**src/hw/spi_reg_bridge_pkg.sv**
```systemverilog
`default_nettype none

package spi_reg_bridge_pkg;

  // data byte width, low part of every frame
  localparam int DATA_W = 8;

  // default frame length, address byte plus data byte
  localparam int FRAME_BITS_DEF = 16;

  // default address width for a 16 bit frame
  localparam int ADDR_W_DEF = FRAME_BITS_DEF - DATA_W;

  // downstream adc chip selects behind the router
  localparam int NUM_ADC_CS_DEF = 4;

  // recognised register addresses
  // anything else on the bus is dropped
  typedef enum logic [ADDR_W_DEF-1:0] {
    ADDR_LED = 8'd7,
    ADDR_MUX = 8'd8
  } reg_addr_e;

  // frame controller states
  // idle waits for ss_n low, shift counts bits, close judges the frame
  typedef enum logic [1:0] {
    IDLE  = 2'd0,
    SHIFT = 2'd1,
    CLOSE = 2'd2
  } frame_state_e;

endpackage

`default_nettype wire

```
**src/hw/spi_pin_sync.sv**
```systemverilog
`timescale 1ns/1ps
`default_nettype none

module spi_pin_sync (
  input  logic cs,
  input  logic rst_n,
  input  logic sclk,
  input  logic ss_n,
  input  logic mosi,
  input  logic special,
  output logic sclk_fall,
  output logic ss_fall,
  output logic ss_rise,
  output logic ss_lvl,
  output logic mosi_s,
  output logic special_s
);

  // first and second synchroniser stages per pin
  logic sclk_m, sclk_s;
  logic ss_m, ss_s;
  logic mosi_m, mosi_q;
  logic special_m, special_q;

  // previous sclk level for edge detection
  logic sclk_d;

  always_ff @(posedge cs)
  begin
    if (!rst_n)
    begin
      // idle bus levels, so no edge pops out of reset
      sclk_m    <= 1'b0;
      sclk_s    <= 1'b0;
      sclk_d    <= 1'b0;
      ss_m      <= 1'b1;
      ss_s      <= 1'b1;
      ss_lvl    <= 1'b1;
      mosi_m    <= 1'b0;
      mosi_q    <= 1'b0;
      mosi_s    <= 1'b0;
      special_m <= 1'b0;
      special_q <= 1'b0;
      special_s <= 1'b0;
      sclk_fall <= 1'b0;
      ss_fall   <= 1'b0;
      ss_rise   <= 1'b0;
    end
    else
    begin
      sclk_m    <= sclk;
      sclk_s    <= sclk_m;
      sclk_d    <= sclk_s;
      ss_m      <= ss_n;
      ss_s      <= ss_m;
      // third stage doubles as the ss_n level output
      ss_lvl    <= ss_s;
      // data pins get a third stage too, to line up with the pulses
      mosi_m    <= mosi;
      mosi_q    <= mosi_m;
      mosi_s    <= mosi_q;
      special_m <= special;
      special_q <= special_m;
      special_s <= special_q;
      // registered edge pulses, one cs cycle wide
      sclk_fall <= sclk_d & ~sclk_s;
      ss_fall   <= ss_lvl & ~ss_s;
      ss_rise   <= ~ss_lvl & ss_s;
    end
  end

endmodule

`default_nettype wire

```
**src/hw/frame_shifter.sv**
```systemverilog
`timescale 1ns/1ps
`default_nettype none

module frame_shifter #(
  parameter int FRAME_BITS = spi_reg_bridge_pkg::FRAME_BITS_DEF
) (
  input  logic                  cs,
  input  logic                  rst_n,
  input  logic                  clear,
  input  logic                  shift,
  input  logic                  din,
  output logic [FRAME_BITS-1:0] frame_word
);

  // msb first, first bit on the wire ends up in the top of the address

  always_ff @(posedge cs)
  begin
    if (!rst_n)
    begin
      frame_word <= '0;
    end
    else if (clear)
    begin
      // start of a new frame
      frame_word <= '0;
    end
    else if (shift)
    begin
      // shift already qualified by the controller
      // so extra bits past the frame length never land here
      frame_word <= {frame_word[FRAME_BITS-2:0], din};
    end
  end

  // word holds between frames
  // reg_file reads it during the frame_valid strobe

endmodule

`default_nettype wire

```
**src/hw/frame_ctrl.sv**
```systemverilog
`timescale 1ns/1ps
`default_nettype none

module frame_ctrl #(
  parameter int FRAME_BITS = spi_reg_bridge_pkg::FRAME_BITS_DEF
) (
  input  logic cs,
  input  logic rst_n,
  input  logic ss_fall,
  input  logic ss_rise,
  input  logic sclk_fall,
  input  logic special_s,
  output logic shift_en,
  output logic clear,
  output logic frame_valid
);

  import spi_reg_bridge_pkg::*;

  // counter one bit wider than the frame length needs
  // an overlong frame saturates past FRAME_BITS instead of wrapping
  localparam int CNT_W = $clog2(FRAME_BITS + 1) + 1;
  localparam logic [CNT_W-1:0] FULL_CNT = CNT_W'(FRAME_BITS);

  frame_state_e     state;
  logic [CNT_W-1:0] bit_cnt;
  logic             err;

  always_ff @(posedge cs)
  begin
    if (!rst_n)
    begin
      state   <= IDLE;
      bit_cnt <= '0;
      err     <= 1'b0;
    end
    else
    begin
      case (state)
        IDLE:
        begin
          if (ss_fall)
          begin
            state   <= SHIFT;
            bit_cnt <= '0;
            err     <= 1'b0;
          end
        end
        SHIFT:
        begin
          // count every falling sclk edge, stop one past full
          if (sclk_fall && bit_cnt <= FULL_CNT)
          begin
            bit_cnt <= bit_cnt + 1'b1;
          end
          // sticky error, special seen or too many edges
          if (special_s || (sclk_fall && bit_cnt == FULL_CNT))
          begin
            err <= 1'b1;
          end
          if (ss_rise)
          begin
            state <= CLOSE;
          end
        end
        CLOSE:
        begin
          // single cycle to hand the verdict out
          state <= IDLE;
        end
        default:
        begin
          state <= IDLE;
        end
      endcase
    end
  end

  // qualified shift pulse, ignores bits beyond the frame
  assign shift_en = (state == SHIFT) && sclk_fall && (bit_cnt < FULL_CNT);

  // shifter wipes its word as the frame opens
  assign clear = (state == IDLE) && ss_fall;

  // exact bit count and no error, strobe lasts the close cycle only
  assign frame_valid = (state == CLOSE) && (bit_cnt == FULL_CNT) && !err;

endmodule

`default_nettype wire

```
**src/hw/reg_file.sv**
```systemverilog
`timescale 1ns/1ps
`default_nettype none

module reg_file #(
  parameter int FRAME_BITS = spi_reg_bridge_pkg::FRAME_BITS_DEF
) (
  input  logic                                 cs,
  input  logic                                 rst_n,
  input  logic                                 frame_valid,
  input  logic [FRAME_BITS-1:0]                frame_word,
  output logic [spi_reg_bridge_pkg::DATA_W-1:0] led,
  output logic [spi_reg_bridge_pkg::DATA_W-1:0] mux_sel
);

  import spi_reg_bridge_pkg::*;

  // address is whatever sits above the data byte
  localparam int ADDR_W = FRAME_BITS - DATA_W;

  logic [ADDR_W-1:0] addr;
  logic [DATA_W-1:0] data;
  logic              wr_led;
  logic              wr_mux;

  // high field for the register, low byte for the value
  assign addr = frame_word[FRAME_BITS-1:DATA_W];
  assign data = frame_word[DATA_W-1:0];

  // decode
  always_comb
  begin
    wr_led = 1'b0;
    wr_mux = 1'b0;
    if (frame_valid)
    begin
      if (addr == ADDR_W'(ADDR_LED))
      begin
        wr_led = 1'b1;
      end
      else if (addr == ADDR_W'(ADDR_MUX))
      begin
        wr_mux = 1'b1;
      end
      // unknown address, both registers keep their value
    end
  end

  always_ff @(posedge cs)
  begin
    if (!rst_n)
    begin
      led     <= '0;
      mux_sel <= '0;
    end
    else
    begin
      if (wr_led)
      begin
        led <= data;
      end
      if (wr_mux)
      begin
        mux_sel <= data;
      end
    end
  end

endmodule

`default_nettype wire

```
**src/hw/cs_router.sv**
```systemverilog
`timescale 1ns/1ps
`default_nettype none

module cs_router #(
  parameter int NUM_ADC_CS = spi_reg_bridge_pkg::NUM_ADC_CS_DEF
) (
  input  logic                                 cs,
  input  logic                                 rst_n,
  input  logic                                 ss_lvl,
  input  logic [spi_reg_bridge_pkg::DATA_W-1:0] mux_sel,
  output logic [NUM_ADC_CS-1:0]                adc_cs_n
);

  import spi_reg_bridge_pkg::*;

  logic [NUM_ADC_CS-1:0] cs_next;

  // mux value k picks output k-1
  // zero or out of range parks everything high
  always_comb
  begin
    cs_next = '1;
    for (int i = 0; i < NUM_ADC_CS; i++)
    begin
      if (mux_sel == DATA_W'(i + 1))
      begin
        cs_next[i] = ss_lvl;
      end
    end
  end

  // registered so the chip selects come out glitch free
  always_ff @(posedge cs)
  begin
    if (!rst_n)
    begin
      // all adcs deselected
      adc_cs_n <= '1;
    end
    else
    begin
      adc_cs_n <= cs_next;
    end
  end

endmodule

`default_nettype wire

```
**src/hw/spi_reg_bridge.sv**
```systemverilog
`timescale 1ns/1ps
`default_nettype none

module spi_reg_bridge #(
  parameter int FRAME_BITS = spi_reg_bridge_pkg::FRAME_BITS_DEF,
  parameter int NUM_ADC_CS = spi_reg_bridge_pkg::NUM_ADC_CS_DEF
) (
  input  logic                                 cs,
  input  logic                                 rst_n,
  input  logic                                 sclk,
  input  logic                                 ss_n,
  input  logic                                 mosi,
  input  logic                                 special,
  output logic [spi_reg_bridge_pkg::DATA_W-1:0] led,
  output logic [spi_reg_bridge_pkg::DATA_W-1:0] mux_sel,
  output logic [NUM_ADC_CS-1:0]                adc_cs_n
);

  // synchronised pin side
  logic sclk_fall;
  logic ss_fall;
  logic ss_rise;
  logic ss_lvl;
  logic mosi_s;
  logic special_s;

  // controller to shifter and register file
  logic                  shift_en;
  logic                  clear;
  logic                  frame_valid;
  logic [FRAME_BITS-1:0] frame_word;

  spi_pin_sync u_pin_sync (
    .cs        (cs),
    .rst_n     (rst_n),
    .sclk      (sclk),
    .ss_n      (ss_n),
    .mosi      (mosi),
    .special   (special),
    .sclk_fall (sclk_fall),
    .ss_fall   (ss_fall),
    .ss_rise   (ss_rise),
    .ss_lvl    (ss_lvl),
    .mosi_s    (mosi_s),
    .special_s (special_s)
  );

  frame_shifter #(
    .FRAME_BITS (FRAME_BITS)
  ) u_shifter (
    .cs         (cs),
    .rst_n      (rst_n),
    .clear      (clear),
    .shift      (shift_en),
    .din        (mosi_s),
    .frame_word (frame_word)
  );

  frame_ctrl #(
    .FRAME_BITS (FRAME_BITS)
  ) u_ctrl (
    .cs          (cs),
    .rst_n       (rst_n),
    .ss_fall     (ss_fall),
    .ss_rise     (ss_rise),
    .sclk_fall   (sclk_fall),
    .special_s   (special_s),
    .shift_en    (shift_en),
    .clear       (clear),
    .frame_valid (frame_valid)
  );

  // register bank, led at 7 and mux at 8
  reg_file #(
    .FRAME_BITS (FRAME_BITS)
  ) u_regs (
    .cs          (cs),
    .rst_n       (rst_n),
    .frame_valid (frame_valid),
    .frame_word  (frame_word),
    .led         (led),
    .mux_sel     (mux_sel)
  );

  cs_router #(
    .NUM_ADC_CS (NUM_ADC_CS)
  ) u_router (
    .cs       (cs),
    .rst_n    (rst_n),
    .ss_lvl   (ss_lvl),
    .mux_sel  (mux_sel),
    .adc_cs_n (adc_cs_n)
  );

endmodule

`default_nettype wire

```
**config.mk**
```make
export PLATFORM = sky130hd
export DESIGN_NAME = spi_reg_bridge
export DESIGN_NICKNAME = d
export VERILOG_FILES = /design/src/hw/spi_reg_bridge_pkg.sv /design/src/hw/spi_pin_sync.sv /design/src/hw/frame_shifter.sv /design/src/hw/frame_ctrl.sv /design/src/hw/reg_file.sv /design/src/hw/cs_router.sv /design/src/hw/spi_reg_bridge.sv
export SDC_FILE = /design/constraint.sdc
export NUM_CORES = 1
export LEC_CHECK = 0
export ABC_AREA = 1
export BUFFER_PORTS_ARGS = -buffer_cell sky130_fd_sc_hd__buf_4
export CAP_MARGIN = 10
export CELL_PAD_IN_SITES_DETAIL_PLACEMENT = 1
export CELL_PAD_IN_SITES_GLOBAL_PLACEMENT = 1
export CORE_MARGIN = 2
export CORE_UTILIZATION = 45
export CTS_CLUSTER_SIZE = 12
export DETAILED_ROUTE_END_ITERATION = 6
export PLACE_DENSITY_LB_ADDON = 0.1
export SYNTH_ARGS = -nofsm -noshare
export SYNTH_HDL_FRONTEND = slang
export SYNTH_SLANG_ARGS = --single-unit
```
**constraint.sdc**
```tcl
create_clock -name cs -period 2 [get_ports cs]
set_input_delay 0.2 -clock cs [delete_from_list [all_inputs] [get_ports cs]]
set_output_delay 0.2 -clock cs [all_outputs]
set_load 0.01 [all_outputs]
```
## Word-level counts from Yosys, hierarchy flattened

Cells that the tools add are included.

- Register bits after elaboration: 60
- Input port bits: 6
- Output and inout port bits: 20
- Logic and storage cells: 81

- Add/sub/neg operators: 1
- Magnitude comparators: 2
- Equality and inequality tests: 13
- Muxes and demuxes: 14
- Bitwise gates (word level): 7
- Reductions and logical operators: 19

Operators by type and width:

| kind | count |
|---|---|
| $eq 8x2->1 const B | 2 |
| $eq 8x3->1 const B | 2 |
| $mux 6 | 2 |
| $pmux 6 s2 | 1 |
| $reduce_and 2->1 | 5 |
| $eq 8x1->1 const B | 1 |
| $eq 8x4->1 const B | 1 |
| $logic_and 1x1->1 | 7 |
| $mux 1 | 7 |
| $add 6x1->6 const B | 1 |
| $eq 6x5->1 const B | 1 |
| $le 6x5->1 const B | 1 |
| $lt 6x5->1 const B | 1 |
| $reduce_and 3->1 | 2 |
| $mux 2 | 2 |
| $ne 2x1->1 const B | 2 |
| $ne 2x2->1 const B | 2 |
| $not 1->1 | 4 |
| $pmux 2 s2 | 1 |
| $and 1x1->1 | 3 |
| $eq 2x1->1 const B | 1 |
| $eq 2x2->1 const B | 1 |
| $logic_not 2->1 | 1 |
| $pmux 1 s2 | 1 |
| other kinds (4) | 4 |

## Logic depth before layout (Yosys ltp)

- Depth after elaboration: 5
- Gate-level depth with buffers: 9

## Modules after synthesis

From an unflattened synthesis, not the netlist that was laid out.

- Cell total of the unflattened synthesis: 328
- Area, all modules: 2583.7 um2

Modules (own cells, without submodules):

| module | times used | cells each | area each (um2) | seq. area each (um2) |
|---|---|---|---|---|
| reg_file | 1 | 107 | 773.2 | 320.3 |
| frame_shifter | 1 | 71 | 651.9 | 320.3 |
| frame_ctrl | 1 | 75 | 538.0 | 180.2 |
| spi_pin_sync | 1 | 45 | 420.4 | 300.3 |
| cs_router | 1 | 30 | 200.2 | 80.1 |

## Least setup slack after synthesis

Ideal clock, no wire load.

- Path kind: reg-to-reg
- Start: register u_ctrl.bit_cnt[0]
- End: register u_regs.led[0] in the netlist's numbering
- Data arrival time: 1100 ps
- Data required time: 1885 ps
- Path slack: 785 ps
- Stages on the path, launching flop included: 9
- Buffers on the path: 1
- Clock period less this slack: 1215 ps
- Cell sequence: dfxtp_1 -> inv_1 -> ha_1 -> nand3_2 -> nor2_4 -> buf_6 -> nand3_1 -> nand2_1 -> nor2_1

- Word-level cells in the longest chain between the ends: 4

RTL lines:

| what | line | RTL |
|---|---|---|
| start: declaration | frame_ctrl.sv:26 | `logic [CNT_W-1:0] bit_cnt;` |
| start signal: assignment | frame_ctrl.sv:54 | `bit_cnt <= bit_cnt + 1'b1;` |
| $eq 6x5->1 | frame_ctrl.sv:86 | `assign frame_valid = (state == CLOSE) && (bit_cnt == FULL_CNT) && !err;` |
| $logic_and 1x1->1 (2 in series) | frame_ctrl.sv:86 |  |
| $mux 1 | reg_file.sv:34 | `if (frame_valid)` |
| end signal: assignment | reg_file.sv:59 | `led <= data;` |
| end: declaration | reg_file.sv:11 | `output logic [spi_reg_bridge_pkg::DATA_W-1:0] led,` |

Every way passes these cells.
A chain may end at the register's enable or synchronous reset.

## Worst setup path after layout

- Start: register u_ctrl.bit_cnt[0]
- End: register u_regs.mux_sel[3] in the netlist's numbering

- Word-level cells in the longest chain between the ends: 4

RTL lines:

| what | line | RTL |
|---|---|---|
| $eq 6x5->1 | frame_ctrl.sv:86 |  |
| $logic_and 1x1->1 (2 in series) | frame_ctrl.sv:86 |  |
| $mux 1 | reg_file.sv:34 |  |
| end signal: assignment | reg_file.sv:63 | `mux_sel <= data;` |
| end: declaration | reg_file.sv:12 | `output logic [spi_reg_bridge_pkg::DATA_W-1:0] mux_sel` |

Every way passes these cells.

==> impl_metrics.env <==
export IMPL_outcome="finished clean"
export IMPL_htreeDepth=3
export IMPL_final_cells=415
export IMPL_grt_pass1_vias=2036
export IMPL_cpPeakStageDelay_ns=0.35
export IMPL_fin_ws_ns=0.504
export IMPL_ys_types=24
export IMPL_crit_buf_inv=2
export IMPL_slew_headroom_pct=58.8
export IMPL_via_per_inst=4.78
export IMPL_setup_viol=0
export IMPL_drt_iter0_drc=79
export IMPL_drive_gt1_share_pct=16.8
export IMPL_fin_crit_ns=1.50
export IMPL_syn_to_final_growth_pct=17.1
export IMPL_ys_warn_count=0
export IMPL_multi_input_area_um2=946
export IMPL_powerDensity_mw_per_mm2=857
export IMPL_synth_top_area_share_pct=50.7
export IMPL_synth_net_count=321
export IMPL_hold_violations=0
export IMPL_place_congestion=0.789
export IMPL_p_leak_nw=1.16
export IMPL_cts_root_buf="clkbuf_8"
export IMPL_syn_avg_cell_area_um2=7.56
export IMPL_regArea_mm2=0.00120
export IMPL_vias=1983
export IMPL_dr_pass1_iters=4
export IMPL_min_path_type="in2reg"
export IMPL_nets=348
export IMPL_clock_latency_ns=0.33
export IMPL_end_kind="flop"
export IMPL_port_buffer_count=25
export IMPL_grt_max_degree=33
export IMPL_fin_worst_skew_ns=0.00805
export IMPL_mostFrequentLayoutCell="nand2_1"
export IMPL_post_cts_setup_buffer_count=0
export IMPL_clk_path_buf_depth=2
export IMPL_syn_cell_area_mm2=0.00237
export IMPL_totalPowerFinal_mw=2.38
export IMPL_grt_pass1_wl_um=9150
export IMPL_netlist_instances=313
export IMPL_core_area_mm2=0.00511
export IMPL_fin_setup_tns_ns=0
export IMPL_overflow=0
export IMPL_ir_worst_vdd_uv=485
export IMPL_ant_nets=0
export IMPL_antenna_found_initial=0
export IMPL_die_h_um=76.5
export IMPL_cts_hold_buf=0
export IMPL_finalCritPeriodShare_pct=74.8
export IMPL_cts_repair_resized=0
export IMPL_num_io_pins=26
export IMPL_arrival_ns=1.72
export IMPL_drv_slew=0
export IMPL_dieArea_mm2=0.00586
export IMPL_final_cell_mix="nand2_1, dfxtp_1, nor2_1, a21oi_1, inv_1"
export IMPL_path_cells="inv_1 > ha_1 > nand3_2 > nor2_4 > buf_4 > nand3_1 > nand2_1 > nor2_1"
export IMPL_timing_setup_critical_path_class="reg2reg"
export IMPL_hpwlAfterDp_um=3550
export IMPL_dp_cells=399
export IMPL_cp_required_ns=2.22
export IMPL_preCtsSetupSlack_ns=0.542
export IMPL_max_slew_worst_pin_slew_ns=0.616
export IMPL_slowest_stage="dfxtp_1"
export IMPL_fmax_mhz=668
export IMPL_cts_tree="done"
export IMPL_crit_fanout=32
export IMPL_row_count=26
export IMPL_yosysTopAreaCell="dfxtp_1"
export IMPL_wl_per_cell_um=12.3
export IMPL_start_util_pct=46.3
export IMPL_start_kind="flop"
export IMPL_die_w_um=76.5
export IMPL_grt_use_total_pct=19.9
export IMPL_wl_um=5100
export IMPL_route_detailed_drc=0
export IMPL_cap_violations=0
export IMPL_n_antenna_cell=0
export IMPL_rsz0062_at_grt="false"
export IMPL_ys_ff_latch=60
export IMPL_fill_cells=686
export IMPL_clk_pin_slew_worst_paths_ns=0.06
export IMPL_cts_buffers=9
export IMPL_clock_sinks=60
export IMPL_yosys_top_cells_area="dfxtp_1, nand2_1, a21oi_1, nor2_1, inv_1"
export IMPL_yosysSeqAreaShare_pct=50.7
export IMPL_cp_top_family="simple AND/OR/NAND/NOR gates"
-- cells in the mapped netlist --
| cell type | instances |
|---|---|
| nand2_1 | 87 |
| a21oi_1 | 34 |
| nor3_1 | 4 |
| nand3_2 | 2 |
| dfxtp_1 | 60 |
| nand2_2 | 2 |
| nor2_4 | 3 |
| nand2_4 | 1 |
| nor3b_1 | 1 |
| buf_1 | 1 |
| ha_1 | 2 |
| inv_1 | 32 |
| nand3_1 | 23 |
| o22ai_1 | 1 |
| buf_4 | 1 |
| buf_2 | 4 |
| nor2_1 | 37 |
| or2_2 | 2 |
| inv_2 | 2 |
| nor2_2 | 3 |
| clkinv_2 | 1 |
| o21ai_0 | 3 |
| nand4_1 | 2 |
| buf_6 | 5 |
-- final timing paths --
path                                            from              endpoint  slack (ns)  cells past startpoint
worst max-delay path               u_ctrl.bit_cnt[0]     u_regs.mux_sel[3]        0.50                      8
worst min-delay path                            sclk     u_pin_sync.sclk_m        0.05                      3
worst max register to register     u_ctrl.bit_cnt[0]     u_regs.mux_sel[3]        0.50                      8
worst min register to register  u_pin_sync.special_q  u_pin_sync.special_s        0.41                      2
-- worst min-delay path, delay by kind of cell --
kind	cells	cell delay [ns]
simple gates	1	0.04
buf+inv	2	0.12
-- layer usage --
| layer | track usage, % | vias to the layer above | routed length [µm] |
|---|---|---|---|
| met3 | 5.81 | 8 | 179 |
| met4 | 9.82 | 0 | 94 |
| met1 | 24.6 | 919 | 2440 |
| li1 | - | 1029 | - |
| met2 | 31.9 | 27 | 2390 |
| met5 | 0 | - | 0 |
-- where the power goes --
part / switching, mW / leakage [nW] / internal [mW] / total [mW]
Sequential: 0.00650 / 0.486 / 1.21 / 1.22
Combinational: 0.0438 / 0.571 / 0.0218 / 0.0656
Clock: 0.457 / 0.102 / 0.639 / 1.10
Total: 0.507 / 1.16 / 1.87 / 2.38
-- area by class of cell --
cell class / count / area share (%)
multi-input combinational: 207 / 34.1
tap: 70 / 3.16
clock inverter: 4 / 1.71
inverter: 35 / 4.78
timing repair buffer: 27 / 7.31
clock buffer: 12 / 5.60
sequential: 60 / 43.3
-- sequential cells by signal, indices dropped and copies added (netlist names), 2 cells and up --
name and flops:
u_ctrl.bit_cnt 6, u_regs.led 8, u_router.adc_cs_n 4, u_ctrl.state 2, u_shifter.frame_word 16, u_regs.mux_sel 8
-- cells by family after synthesis --
logic type	synth area share, %
fa+ha+maj	1.06
flops	50.7
compound gates	8.09
simple gates	30.8
buf+inv	9.30
-- stage by stage --
stage	util, %	cell area (µm²)	hold WS [ns]
2_1_floorplan	-	2370	0.298
3_5_place_dp	50.3	2570	0.388
4_1_cts	54.3	2770	0.0297
3_3_place_gp	50.3	2570	0.381
6_report	54.3	2770	0.0499
5_1_grt	54.3	2770	0.0350
No activity file was read; power rests on OpenSTA's default activity.
